<file path="config.mk">
export PLATFORM = sky130hd
export DESIGN_NAME = ooo_core_top
export DESIGN_NICKNAME = d
export VERILOG_FILES = /design/src/ooo_pkg.sv /design/src/rename_table.sv /design/src/reorder_buffer.sv /design/src/issue_queue.sv /design/src/exec_unit.sv /design/src/ooo_core_top.sv
export SDC_FILE = /design/constraint.sdc
export NUM_CORES = 2
export LEC_CHECK = 0
export BUFFER_PORTS_ARGS = -buffer_cell sky130_fd_sc_hd__buf_4
export CORE_ASPECT_RATIO = 1.4
export CORE_UTILIZATION = 45
export DETAILED_ROUTE_END_ITERATION = 12
export PLACE_DENSITY = 0.71
export SYNTH_ARGS = -nofsm -noshare
export SYNTH_HDL_FRONTEND = slang
export SYNTH_SLANG_ARGS = --single-unit
</file>
<file path="constraint.sdc">
create_clock -name clk_in -period 15.6 [get_ports clk_in]
set_input_delay 3.12 -clock clk_in [delete_from_list [all_inputs] [get_ports clk_in]]
set_output_delay 3.12 -clock clk_in [all_outputs]
set_load 0.01 [all_outputs]
</file>
<file path="src/ooo_pkg.sv">
`default_nettype none

package ooo_pkg;

    localparam int ARCH_REGS = 8;
    localparam int REG_IDX_W = 3;
    localparam int ROB_DEPTH = 8;
    localparam int ROB_TAG_W = 3;
    localparam int DATA_W    = 32;
    localparam int PC_W      = 32;
    localparam int UOP_W     = 16;

    // op field, bits 15 to 13 in both formats
    localparam logic [2:0] OP_NOP  = 3'd0;
    localparam logic [2:0] OP_ADD  = 3'd1;
    localparam logic [2:0] OP_SUB  = 3'd2;
    localparam logic [2:0] OP_ADDI = 3'd3;
    localparam logic [2:0] OP_AND  = 3'd4;
    localparam logic [2:0] OP_XOR  = 3'd5;
    localparam logic [2:0] OP_BEQ  = 3'd6;

    // one micro-op word, read as alu or branch format
    typedef union packed {
        struct packed {
            logic [2:0]           op;
            logic [REG_IDX_W-1:0] rd;
            logic [REG_IDX_W-1:0] rs1;
            logic [REG_IDX_W-1:0] rs2;
            logic [3:0]           imm4;
        } alu;
        struct packed {
            logic [2:0]           op;
            logic [REG_IDX_W-1:0] rs1;
            logic [REG_IDX_W-1:0] rs2;
            logic                 pred_taken;
            // signed, counted in words
            logic [5:0]           offset;
        } br;
    } uop_t;

endpackage

`default_nettype wire

</file>
<file path="src/rename_table.sv">
`timescale 1ns/1ps
`default_nettype none

module rename_table (
    input  wire                            clk_in,
    input  wire                            rst_n,
    input  wire                            disp_valid,
    input  wire  [ooo_pkg::UOP_W-1:0]      disp_uop,
    input  wire                            flush,
    input  wire                            commit_we,
    input  wire  [ooo_pkg::REG_IDX_W-1:0]  commit_rd,
    input  wire  [ooo_pkg::DATA_W-1:0]     commit_val,
    input  wire  [ooo_pkg::ROB_TAG_W-1:0]  commit_tag,
    input  wire  [ooo_pkg::ROB_TAG_W-1:0]  alloc_tag,
    input  wire                            q1_ready,
    input  wire  [ooo_pkg::DATA_W-1:0]     q1_val,
    input  wire                            q2_ready,
    input  wire  [ooo_pkg::DATA_W-1:0]     q2_val,
    output logic [ooo_pkg::ROB_TAG_W-1:0]  rob_q1_tag,
    output logic [ooo_pkg::ROB_TAG_W-1:0]  rob_q2_tag,
    output logic [ooo_pkg::DATA_W-1:0]     src1_val,
    output logic [ooo_pkg::ROB_TAG_W-1:0]  src1_tag,
    output logic                           src1_rdy,
    output logic [ooo_pkg::DATA_W-1:0]     src2_val,
    output logic [ooo_pkg::ROB_TAG_W-1:0]  src2_tag,
    output logic                           src2_rdy
);

    logic [ooo_pkg::DATA_W-1:0]    regs [ooo_pkg::ARCH_REGS];
    logic [ooo_pkg::ROB_TAG_W-1:0] tag_tbl [ooo_pkg::ARCH_REGS];
    logic [ooo_pkg::ARCH_REGS-1:0] busy;
    ooo_pkg::uop_t                 uop;
    logic [ooo_pkg::REG_IDX_W-1:0] rs1;
    logic [ooo_pkg::REG_IDX_W-1:0] rs2;
    logic                          is_br;
    logic                          writes_rd;

    assign uop   = disp_uop;
    assign is_br = uop.br.op == ooo_pkg::OP_BEQ;

    // branch format keeps its sources in other bits
    assign rs1 = is_br ? uop.br.rs1 : uop.alu.rs1;
    assign rs2 = is_br ? uop.br.rs2 : uop.alu.rs2;

    assign writes_rd = disp_valid && !flush && !is_br && uop.alu.op != ooo_pkg::OP_NOP;

    // busy source: ask the rob for the producer result
    assign rob_q1_tag = tag_tbl[rs1];
    assign rob_q2_tag = tag_tbl[rs2];
    assign src1_tag   = tag_tbl[rs1];
    assign src2_tag   = tag_tbl[rs2];
    assign src1_rdy   = !busy[rs1] || q1_ready;
    assign src2_rdy   = !busy[rs2] || q2_ready;
    assign src1_val   = busy[rs1] ? q1_val : regs[rs1];
    assign src2_val   = busy[rs2] ? q2_val : regs[rs2];

    always_ff @(posedge clk_in or negedge rst_n) begin
        if (!rst_n) begin
            busy <= '0;
            for (int i = 0; i < ooo_pkg::ARCH_REGS; i++) begin
                regs[i]    <= '0;
                tag_tbl[i] <= '0;
            end
        end else begin
            if (commit_we) begin
                regs[commit_rd] <= commit_val;
                // a younger rename keeps the register busy
                if (tag_tbl[commit_rd] == commit_tag) begin
                    busy[commit_rd] <= 1'b0;
                end
            end
            if (flush) begin
                busy <= '0;
            end else if (writes_rd) begin
                busy[uop.alu.rd]    <= 1'b1;
                tag_tbl[uop.alu.rd] <= alloc_tag;
            end
        end
    end

endmodule

`default_nettype wire

</file>
<file path="src/reorder_buffer.sv">
`timescale 1ns/1ps
`default_nettype none

module reorder_buffer (
    input  wire                            clk_in,
    input  wire                            rst_n,
    input  wire                            disp_valid,
    input  wire  [ooo_pkg::PC_W-1:0]       disp_pc,
    input  wire  [ooo_pkg::UOP_W-1:0]      disp_uop,
    input  wire  [ooo_pkg::ROB_TAG_W-1:0]  rob_q1_tag,
    input  wire  [ooo_pkg::ROB_TAG_W-1:0]  rob_q2_tag,
    input  wire                            cdb_valid,
    input  wire  [ooo_pkg::ROB_TAG_W-1:0]  cdb_tag,
    input  wire  [ooo_pkg::DATA_W-1:0]     cdb_val,
    input  wire                            cdb_taken,
    output logic [ooo_pkg::ROB_TAG_W-1:0]  alloc_tag,
    output logic                           q1_ready,
    output logic [ooo_pkg::DATA_W-1:0]     q1_val,
    output logic                           q2_ready,
    output logic [ooo_pkg::DATA_W-1:0]     q2_val,
    output logic                           commit_valid,
    output logic                           commit_we,
    output logic [ooo_pkg::REG_IDX_W-1:0]  commit_rd,
    output logic [ooo_pkg::DATA_W-1:0]     commit_val,
    output logic [ooo_pkg::ROB_TAG_W-1:0]  commit_tag,
    output logic                           credit_return,
    output logic                           flush,
    output logic [ooo_pkg::PC_W-1:0]       redirect_pc
);

    logic [ooo_pkg::ROB_DEPTH-1:0] busy;
    logic [ooo_pkg::ROB_DEPTH-1:0] done;
    logic [ooo_pkg::ROB_DEPTH-1:0] taken;
    logic [ooo_pkg::UOP_W-1:0]     uops [ooo_pkg::ROB_DEPTH];
    logic [ooo_pkg::PC_W-1:0]      pcs  [ooo_pkg::ROB_DEPTH];
    logic [ooo_pkg::DATA_W-1:0]    vals [ooo_pkg::ROB_DEPTH];
    logic [ooo_pkg::ROB_TAG_W-1:0] head;
    logic [ooo_pkg::ROB_TAG_W-1:0] tail;
    ooo_pkg::uop_t                 head_uop;
    logic                          retire;
    logic                          head_is_br;
    logic                          dispatch;

    assign dispatch  = disp_valid && !flush;
    assign alloc_tag = tail;

    // operand lookup, with a same-cycle bypass of the cdb
    assign q1_ready = done[rob_q1_tag] || (cdb_valid && cdb_tag == rob_q1_tag);
    assign q2_ready = done[rob_q2_tag] || (cdb_valid && cdb_tag == rob_q2_tag);
    assign q1_val   = done[rob_q1_tag] ? vals[rob_q1_tag] : cdb_val;
    assign q2_val   = done[rob_q2_tag] ? vals[rob_q2_tag] : cdb_val;

    assign head_uop   = uops[head];
    assign retire     = busy[head] && done[head];
    assign head_is_br = head_uop.br.op == ooo_pkg::OP_BEQ;

    assign commit_valid  = retire;
    assign credit_return = retire;
    assign commit_we     = retire && !head_is_br && head_uop.alu.op != ooo_pkg::OP_NOP;
    assign commit_rd     = head_uop.alu.rd;
    assign commit_val    = vals[head];
    assign commit_tag    = head;

    // actual direction from execute against the static guess in the word
    assign flush = retire && head_is_br && taken[head] != head_uop.br.pred_taken;

    // a branch entry holds its target in the value field
    assign redirect_pc = taken[head] ? vals[head] : pcs[head] + ooo_pkg::PC_W'(4);

    // depth is a power of two, pointers wrap on their own
    always_ff @(posedge clk_in or negedge rst_n) begin
        if (!rst_n) begin
            busy <= '0;
            done <= '0;
            head <= '0;
            tail <= '0;
        end else if (flush) begin
            busy <= '0;
            done <= '0;
            head <= '0;
            tail <= '0;
        end else begin
            if (cdb_valid) begin
                done[cdb_tag] <= 1'b1;
            end
            if (retire) begin
                busy[head] <= 1'b0;
                done[head] <= 1'b0;
                head       <= head + 1'b1;
            end
            if (dispatch) begin
                busy[tail] <= 1'b1;
                done[tail] <= 1'b0;
                tail       <= tail + 1'b1;
            end
        end
    end

    always_ff @(posedge clk_in) begin
        if (dispatch) begin
            uops[tail] <= disp_uop;
            pcs[tail]  <= disp_pc;
        end
        if (cdb_valid) begin
            vals[cdb_tag]  <= cdb_val;
            taken[cdb_tag] <= cdb_taken;
        end
    end

endmodule

`default_nettype wire

</file>
<file path="src/issue_queue.sv">
`timescale 1ns/1ps
`default_nettype none

module issue_queue (
    input  wire                            clk_in,
    input  wire                            rst_n,
    input  wire                            disp_valid,
    input  wire  [ooo_pkg::PC_W-1:0]       disp_pc,
    input  wire  [ooo_pkg::UOP_W-1:0]      disp_uop,
    input  wire  [ooo_pkg::ROB_TAG_W-1:0]  alloc_tag,
    input  wire  [ooo_pkg::DATA_W-1:0]     src1_val,
    input  wire  [ooo_pkg::ROB_TAG_W-1:0]  src1_tag,
    input  wire                            src1_rdy,
    input  wire  [ooo_pkg::DATA_W-1:0]     src2_val,
    input  wire  [ooo_pkg::ROB_TAG_W-1:0]  src2_tag,
    input  wire                            src2_rdy,
    input  wire                            cdb_valid,
    input  wire  [ooo_pkg::ROB_TAG_W-1:0]  cdb_tag,
    input  wire  [ooo_pkg::DATA_W-1:0]     cdb_val,
    input  wire                            flush,
    output logic                           iss_valid,
    output logic [ooo_pkg::PC_W-1:0]       iss_pc,
    output logic [ooo_pkg::UOP_W-1:0]      iss_uop,
    output logic [ooo_pkg::ROB_TAG_W-1:0]  iss_tag,
    output logic [ooo_pkg::DATA_W-1:0]     iss_a,
    output logic [ooo_pkg::DATA_W-1:0]     iss_b
);

    logic [ooo_pkg::ROB_DEPTH-1:0] valid;
    logic [ooo_pkg::ROB_DEPTH-1:0] rdy1;
    logic [ooo_pkg::ROB_DEPTH-1:0] rdy2;
    logic [ooo_pkg::ROB_DEPTH-1:0] wake1;
    logic [ooo_pkg::ROB_DEPTH-1:0] wake2;
    logic [ooo_pkg::ROB_TAG_W-1:0] age  [ooo_pkg::ROB_DEPTH];
    logic [ooo_pkg::UOP_W-1:0]     uops [ooo_pkg::ROB_DEPTH];
    logic [ooo_pkg::PC_W-1:0]      pcs  [ooo_pkg::ROB_DEPTH];
    logic [ooo_pkg::ROB_TAG_W-1:0] tags [ooo_pkg::ROB_DEPTH];
    logic [ooo_pkg::ROB_TAG_W-1:0] tag1 [ooo_pkg::ROB_DEPTH];
    logic [ooo_pkg::ROB_TAG_W-1:0] tag2 [ooo_pkg::ROB_DEPTH];
    logic [ooo_pkg::DATA_W-1:0]    val1 [ooo_pkg::ROB_DEPTH];
    logic [ooo_pkg::DATA_W-1:0]    val2 [ooo_pkg::ROB_DEPTH];
    ooo_pkg::uop_t                 in_uop;
    logic                          insert;
    logic                          need1;
    logic                          need2;
    logic [ooo_pkg::ROB_TAG_W-1:0] free_idx;
    logic [ooo_pkg::ROB_TAG_W-1:0] sel_idx;

    assign in_uop = disp_uop;
    assign insert = disp_valid && !flush;
    // nop needs no operand, addi only the first
    assign need1  = in_uop.alu.op != ooo_pkg::OP_NOP;
    assign need2  = need1 && in_uop.alu.op != ooo_pkg::OP_ADDI;

    always_comb begin
        free_idx  = '0;
        sel_idx   = '0;
        iss_valid = 1'b0;
        for (int i = ooo_pkg::ROB_DEPTH - 1; i >= 0; i--) begin
            if (!valid[i]) begin
                free_idx = ooo_pkg::ROB_TAG_W'(i);
            end
        end
        // oldest ready slot has the largest age
        for (int i = 0; i < ooo_pkg::ROB_DEPTH; i++) begin
            wake1[i] = valid[i] && !rdy1[i] && cdb_valid && tag1[i] == cdb_tag;
            wake2[i] = valid[i] && !rdy2[i] && cdb_valid && tag2[i] == cdb_tag;
            if (valid[i] && rdy1[i] && rdy2[i] && (!iss_valid || age[i] > age[sel_idx])) begin
                iss_valid = 1'b1;
                sel_idx   = ooo_pkg::ROB_TAG_W'(i);
            end
        end
    end

    assign iss_pc  = pcs[sel_idx];
    assign iss_uop = uops[sel_idx];
    assign iss_tag = tags[sel_idx];
    assign iss_a   = val1[sel_idx];
    assign iss_b   = val2[sel_idx];

    always_ff @(posedge clk_in or negedge rst_n) begin
        if (!rst_n) begin
            valid <= '0;
            rdy1  <= '0;
            rdy2  <= '0;
            for (int i = 0; i < ooo_pkg::ROB_DEPTH; i++) begin
                age[i] <= '0;
            end
        end else if (flush) begin
            valid <= '0;
        end else begin
            for (int i = 0; i < ooo_pkg::ROB_DEPTH; i++) begin
                if (wake1[i]) rdy1[i] <= 1'b1;
                if (wake2[i]) rdy2[i] <= 1'b1;
                // waiting slots get older with each arrival
                if (insert && valid[i]) age[i] <= age[i] + 1'b1;
            end
            if (iss_valid) begin
                valid[sel_idx] <= 1'b0;
            end
            if (insert) begin
                valid[free_idx] <= 1'b1;
                rdy1[free_idx]  <= src1_rdy || !need1;
                rdy2[free_idx]  <= src2_rdy || !need2;
                age[free_idx]   <= '0;
            end
        end
    end

    always_ff @(posedge clk_in) begin
        for (int i = 0; i < ooo_pkg::ROB_DEPTH; i++) begin
            if (wake1[i]) val1[i] <= cdb_val;
            if (wake2[i]) val2[i] <= cdb_val;
        end
        if (insert) begin
            uops[free_idx] <= disp_uop;
            pcs[free_idx]  <= disp_pc;
            tags[free_idx] <= alloc_tag;
            tag1[free_idx] <= src1_tag;
            tag2[free_idx] <= src2_tag;
            val1[free_idx] <= src1_val;
            val2[free_idx] <= src2_val;
        end
    end

endmodule

`default_nettype wire

</file>
<file path="src/exec_unit.sv">
`timescale 1ns/1ps
`default_nettype none

module exec_unit (
    input  wire                            clk_in,
    input  wire                            rst_n,
    input  wire                            iss_valid,
    input  wire  [ooo_pkg::PC_W-1:0]       iss_pc,
    input  wire  [ooo_pkg::UOP_W-1:0]      iss_uop,
    input  wire  [ooo_pkg::ROB_TAG_W-1:0]  iss_tag,
    input  wire  [ooo_pkg::DATA_W-1:0]     iss_a,
    input  wire  [ooo_pkg::DATA_W-1:0]     iss_b,
    input  wire                            flush,
    output logic                           cdb_valid,
    output logic [ooo_pkg::ROB_TAG_W-1:0]  cdb_tag,
    output logic [ooo_pkg::DATA_W-1:0]     cdb_val,
    output logic                           cdb_taken
);

    ooo_pkg::uop_t              uop;
    logic [ooo_pkg::DATA_W-1:0] imm;
    logic [ooo_pkg::PC_W-1:0]   target;
    logic [ooo_pkg::DATA_W-1:0] result;
    logic                       is_br;

    assign uop    = iss_uop;
    assign is_br  = uop.br.op == ooo_pkg::OP_BEQ;
    assign imm    = {{(ooo_pkg::DATA_W - 4){uop.alu.imm4[3]}}, uop.alu.imm4};
    // word offset scaled to bytes
    assign target = iss_pc + {{(ooo_pkg::PC_W - 8){uop.br.offset[5]}}, uop.br.offset, 2'b00};

    always_comb begin
        case (uop.alu.op)
            ooo_pkg::OP_ADD:  result = iss_a + iss_b;
            ooo_pkg::OP_SUB:  result = iss_a - iss_b;
            ooo_pkg::OP_ADDI: result = iss_a + imm;
            ooo_pkg::OP_AND:  result = iss_a & iss_b;
            ooo_pkg::OP_XOR:  result = iss_a ^ iss_b;
            // rob takes the target for a redirect
            ooo_pkg::OP_BEQ:  result = target;
            default:          result = '0;
        endcase
    end

    always_ff @(posedge clk_in or negedge rst_n) begin
        if (!rst_n) begin
            cdb_valid <= 1'b0;
        end else begin
            cdb_valid <= iss_valid && !flush;
        end
    end

    always_ff @(posedge clk_in) begin
        cdb_tag   <= iss_tag;
        cdb_val   <= result;
        cdb_taken <= is_br && iss_a == iss_b;
    end

endmodule

`default_nettype wire

</file>
<file path="src/ooo_core_top.sv">
`timescale 1ns/1ps
`default_nettype none

module ooo_core_top (
    input  wire                            clk_in,
    input  wire                            rst_n,
    input  wire                            disp_valid,
    input  wire  [ooo_pkg::PC_W-1:0]       disp_pc,
    input  wire  [ooo_pkg::UOP_W-1:0]      disp_uop,
    output wire                            credit_return,
    output wire                            commit_valid,
    output wire                            commit_we,
    output wire  [ooo_pkg::REG_IDX_W-1:0]  commit_rd,
    output wire  [ooo_pkg::DATA_W-1:0]     commit_val,
    output wire                            flush,
    output wire  [ooo_pkg::PC_W-1:0]       redirect_pc
);

    // rename to rob lookup
    wire [ooo_pkg::ROB_TAG_W-1:0] rob_q1_tag;
    wire [ooo_pkg::ROB_TAG_W-1:0] rob_q2_tag;
    wire                          q1_ready;
    wire                          q2_ready;
    wire [ooo_pkg::DATA_W-1:0]    q1_val;
    wire [ooo_pkg::DATA_W-1:0]    q2_val;
    wire [ooo_pkg::ROB_TAG_W-1:0] alloc_tag;
    wire [ooo_pkg::ROB_TAG_W-1:0] commit_tag;

    // renamed sources into the queue
    wire [ooo_pkg::DATA_W-1:0]    src1_val;
    wire [ooo_pkg::DATA_W-1:0]    src2_val;
    wire [ooo_pkg::ROB_TAG_W-1:0] src1_tag;
    wire [ooo_pkg::ROB_TAG_W-1:0] src2_tag;
    wire                          src1_rdy;
    wire                          src2_rdy;

    wire                          iss_valid;
    wire [ooo_pkg::PC_W-1:0]      iss_pc;
    wire [ooo_pkg::UOP_W-1:0]     iss_uop;
    wire [ooo_pkg::ROB_TAG_W-1:0] iss_tag;
    wire [ooo_pkg::DATA_W-1:0]    iss_a;
    wire [ooo_pkg::DATA_W-1:0]    iss_b;

    wire                          cdb_valid;
    wire [ooo_pkg::ROB_TAG_W-1:0] cdb_tag;
    wire [ooo_pkg::DATA_W-1:0]    cdb_val;
    wire                          cdb_taken;

    rename_table u_rename (.*);

    reorder_buffer u_rob (.*);

    issue_queue u_iq (.*);

    exec_unit u_exec (.*);

endmodule

`default_nettype wire

</file>
==> impl_metrics.json <==
{
  "required_ps": 16280,
  "hold_depth": 2,
  "layout-drive-gt1-share_pct": 11.10,
  "finalWirelength_mm": 319.2,
  "timing.fmax_mhz": 68.20,
  "cts_max_path_buffers": 4,
  "syn_area_per_cell_sq_um": 10.65,
  "num_vias": 74260,
  "fin_setup_tns_ps": 0,
  "syn_nets": 8980,
  "syn_inst": 8768,
  "synthArstFlopShare_pct": 19.07,
  "ys_seq_elements": 1883,
  "nNetsFinal": 8887,
  "place_hpwl_mm": 202.3,
  "synth_edf_count": 1488,
  "grt_pass1_vias": 71730,
  "grt.overflow.total": 0,
  "cts_buffers": 181,
  "maxCapViolations": 0,
  "drc": 0,
  "cts.sinks": 1883,
  "yosys_warnings": 0,
  "place.gp.congestion": 1.028,
  "outcome": "complete, no violations",
  "grt_max_degree": 138,
  "initial_core_util_pct": 45.30,
  "seq_area_frac_synth_pct": 58.26,
  "syn2layout_area_growth_pct": 11.08,
  "finalHoldViolations": 0,
  "path_class": "reg -> reg",
  "period_needed_ps": 14660,
  "synthDistinctLibCells": 99,
  "synth.cell_area_sq_um": 93350,
  "clkTransAtPathRegs_ps": 80,
  "final_cell_mix": "nand2_1, edfxtp_1, nand3_1, o21ai_0, buf_4",
  "cts_tree": "yes",
  "crit_fanout": 20,
  "synth_flop_cell": "edfxtp_1",
  "core_area_sq_um": 206100,
  "worst_setup_path_end_kind": "flip-flop",
  "port_buffers": 121,
  "crit_path_start_kind": "flip-flop",
  "finClkSkew_ps": 58.38,
  "rsz0062_at_grt": "false",
  "arrival_ps": 15350,
  "crit_path_max_incr_delay_ps": 520,
  "drt_pass1_iterations": 8,
  "fin_crit_sh_pct": 93.99,
  "ctsHtreeMaxLevel": 4,
  "die_y_microns": 540.9,
  "drtAntennaViolNets": 0,
  "fp.dieW_microns": 386.9,
  "worst_path_max_delay_cell": "a2111oi_1",
  "via_per_inst": 6.452,
  "r2r_cells": 68,
  "final_common_cell": "nand2_1",
  "io_pins": 122,
  "tightest_slew_ps": 1337,
  "finalSetupViolCount": 0,
  "min-delay-path-class": "reg -> reg",
  "die_area_sq_um": 209300,
  "antenna_found_initial": 12,
  "slew_headroom_pct": 9.750,
  "grt.total_usage_pct": 29.61,
  "slew_viol_final": 0,
  "cts-root-buf": "clkbuf_16",
  "clk_latency_ps": 850,
  "drt_iter0_drc": 10380,
  "core.rowCount": 197,
  "drt-wirelength-per-cell_microns": 27.73,
  "worst_path_most_repeated_cell": "ha_1",
  "grt_pass1_wl_mm": 463.0
}
cells by family after synthesis:
family,synth area share (%)
flip-flops,58.26
buffers and inverters,3.608
multiplexers,5.103
adder cells (fa/ha/maj),2.182
AO/OA/AOI/OAI,14.37
AND/OR/NAND/NOR,14.98
XOR/XNOR,1.492
per-stage QoR:
stage,instance area (sq um),utilization [%],hold slack (ps),cells,setup slack [ps]
floorplan,93350,-,445.8,8768,48.48
global placement,97610,47.37,461.3,11180,304.0
detailed placement,97610,47.37,470.4,11180,190.3
CTS,103500,50.23,485.0,11500,110.3
global route,103700,50.32,502.8,11510,16.63
finish,103700,50.32,483.3,11510,938.0
area by class of cell:
| type | count | area, sq um |
|---|---|---|
| clock inverters | 78 | 888.4 |
| clock buffers | 244 | 5012 |
| multi-input cells | 6063 | 36290 |
| repair buffers | 402 | 3174 |
| diodes | 9 | 22.52 |
| well taps | 2686 | 3361 |
| inverters | 144 | 546.8 |
| fillers | 17790 | 102400 |
| flip-flops and latches | 1883 | 54390 |
flip-flops by register name, summed over array words and instances, names as in the netlist, 24 cells and up:
name / flops
u_rob.uops: 56
u_exec.cdb_val: 32
u_iq.val1: 256
u_iq.pcs: 256
u_rob.pcs: 256
u_iq.tag2: 24
u_rename.regs: 256
u_iq.val2: 256
u_iq.tag1: 24
u_iq.tags: 24
u_rob.vals: 256
u_iq.uops: 72
u_rename.tag_tbl: 24
u_iq.age: 24
synthesized netlist by cell type, drive strengths merged, types with 26 or more instances:
cell type	instances	area share [%]
a211oi	38	0.31
a21o	72	0.58
a21oi	289	1.7
a221oi	156	1.5
a22o	26	0.24
a22oi	163	1.3
a311oi	72	0.78
a31oi	69	0.46
and3	66	0.45
and4	37	0.35
buf	201	1.1
clkbuf	477	1.9
dfrtp	359	9.6
dfxtp	36	0.77
edfxtp	1488	48
ha	158	2.1
inv	143	0.57
mux2	90	1.1
mux2i	326	3.5
nand2	1910	7.7
nand2b	27	0.18
nand3	730	3.9
nor2	268	1.1
nor3	56	0.35
o21ai	921	5.0
o221ai	98	0.92
xnor2	93	0.87
xor2	66	0.62
path summary, 6_finish.rpt:
kind | start | to | slack (ps)
worst max-delay path | u_iq.age[22] | u_exec.cdb_val[29] | 940
worst min-delay path | u_iq.tags[6][1] | u_exec.cdb_tag[1] | 480
worst max register to register | u_iq.age[22] | u_exec.cdb_val[29] | 940
worst min register to register | u_iq.tags[6][1] | u_exec.cdb_tag[1] | 480
max in group asynchronous | rst_n | u_iq.age[5] | 10060
min in group asynchronous | rst_n | u_rename.regs[235] | 2480
worst max-delay path: cells and delay by family (launching register included):
family / cells / cell delay (ps)
buf+inv: 5 / 1330
simple gates: 14 / 2260
flops: 1 / 380
fa+ha+maj: 8 / 2170
xor+xnor: 1 / 240
mux: 3 / 760
compound gates: 37 / 7330
routing by layer:
metal	part of all wire [%]	wire length, microns	track usage (%)
met4	7.4	23630	19.64
met2	47	148600	48.30
met5	0.016	52	0
met1	35	113300	36.52
met3	11	33560	4.499
repair_timing:
item | CTS | global route
resized for setup | 0 | 33
setup buffers | 0 | 2
endpoints found under the setup margin | 0 | 22
hold buffers | 0 | 0
Power is not shown: default switching activity piles up to over one toggle a cycle in this logic, so the estimate is an artifact.
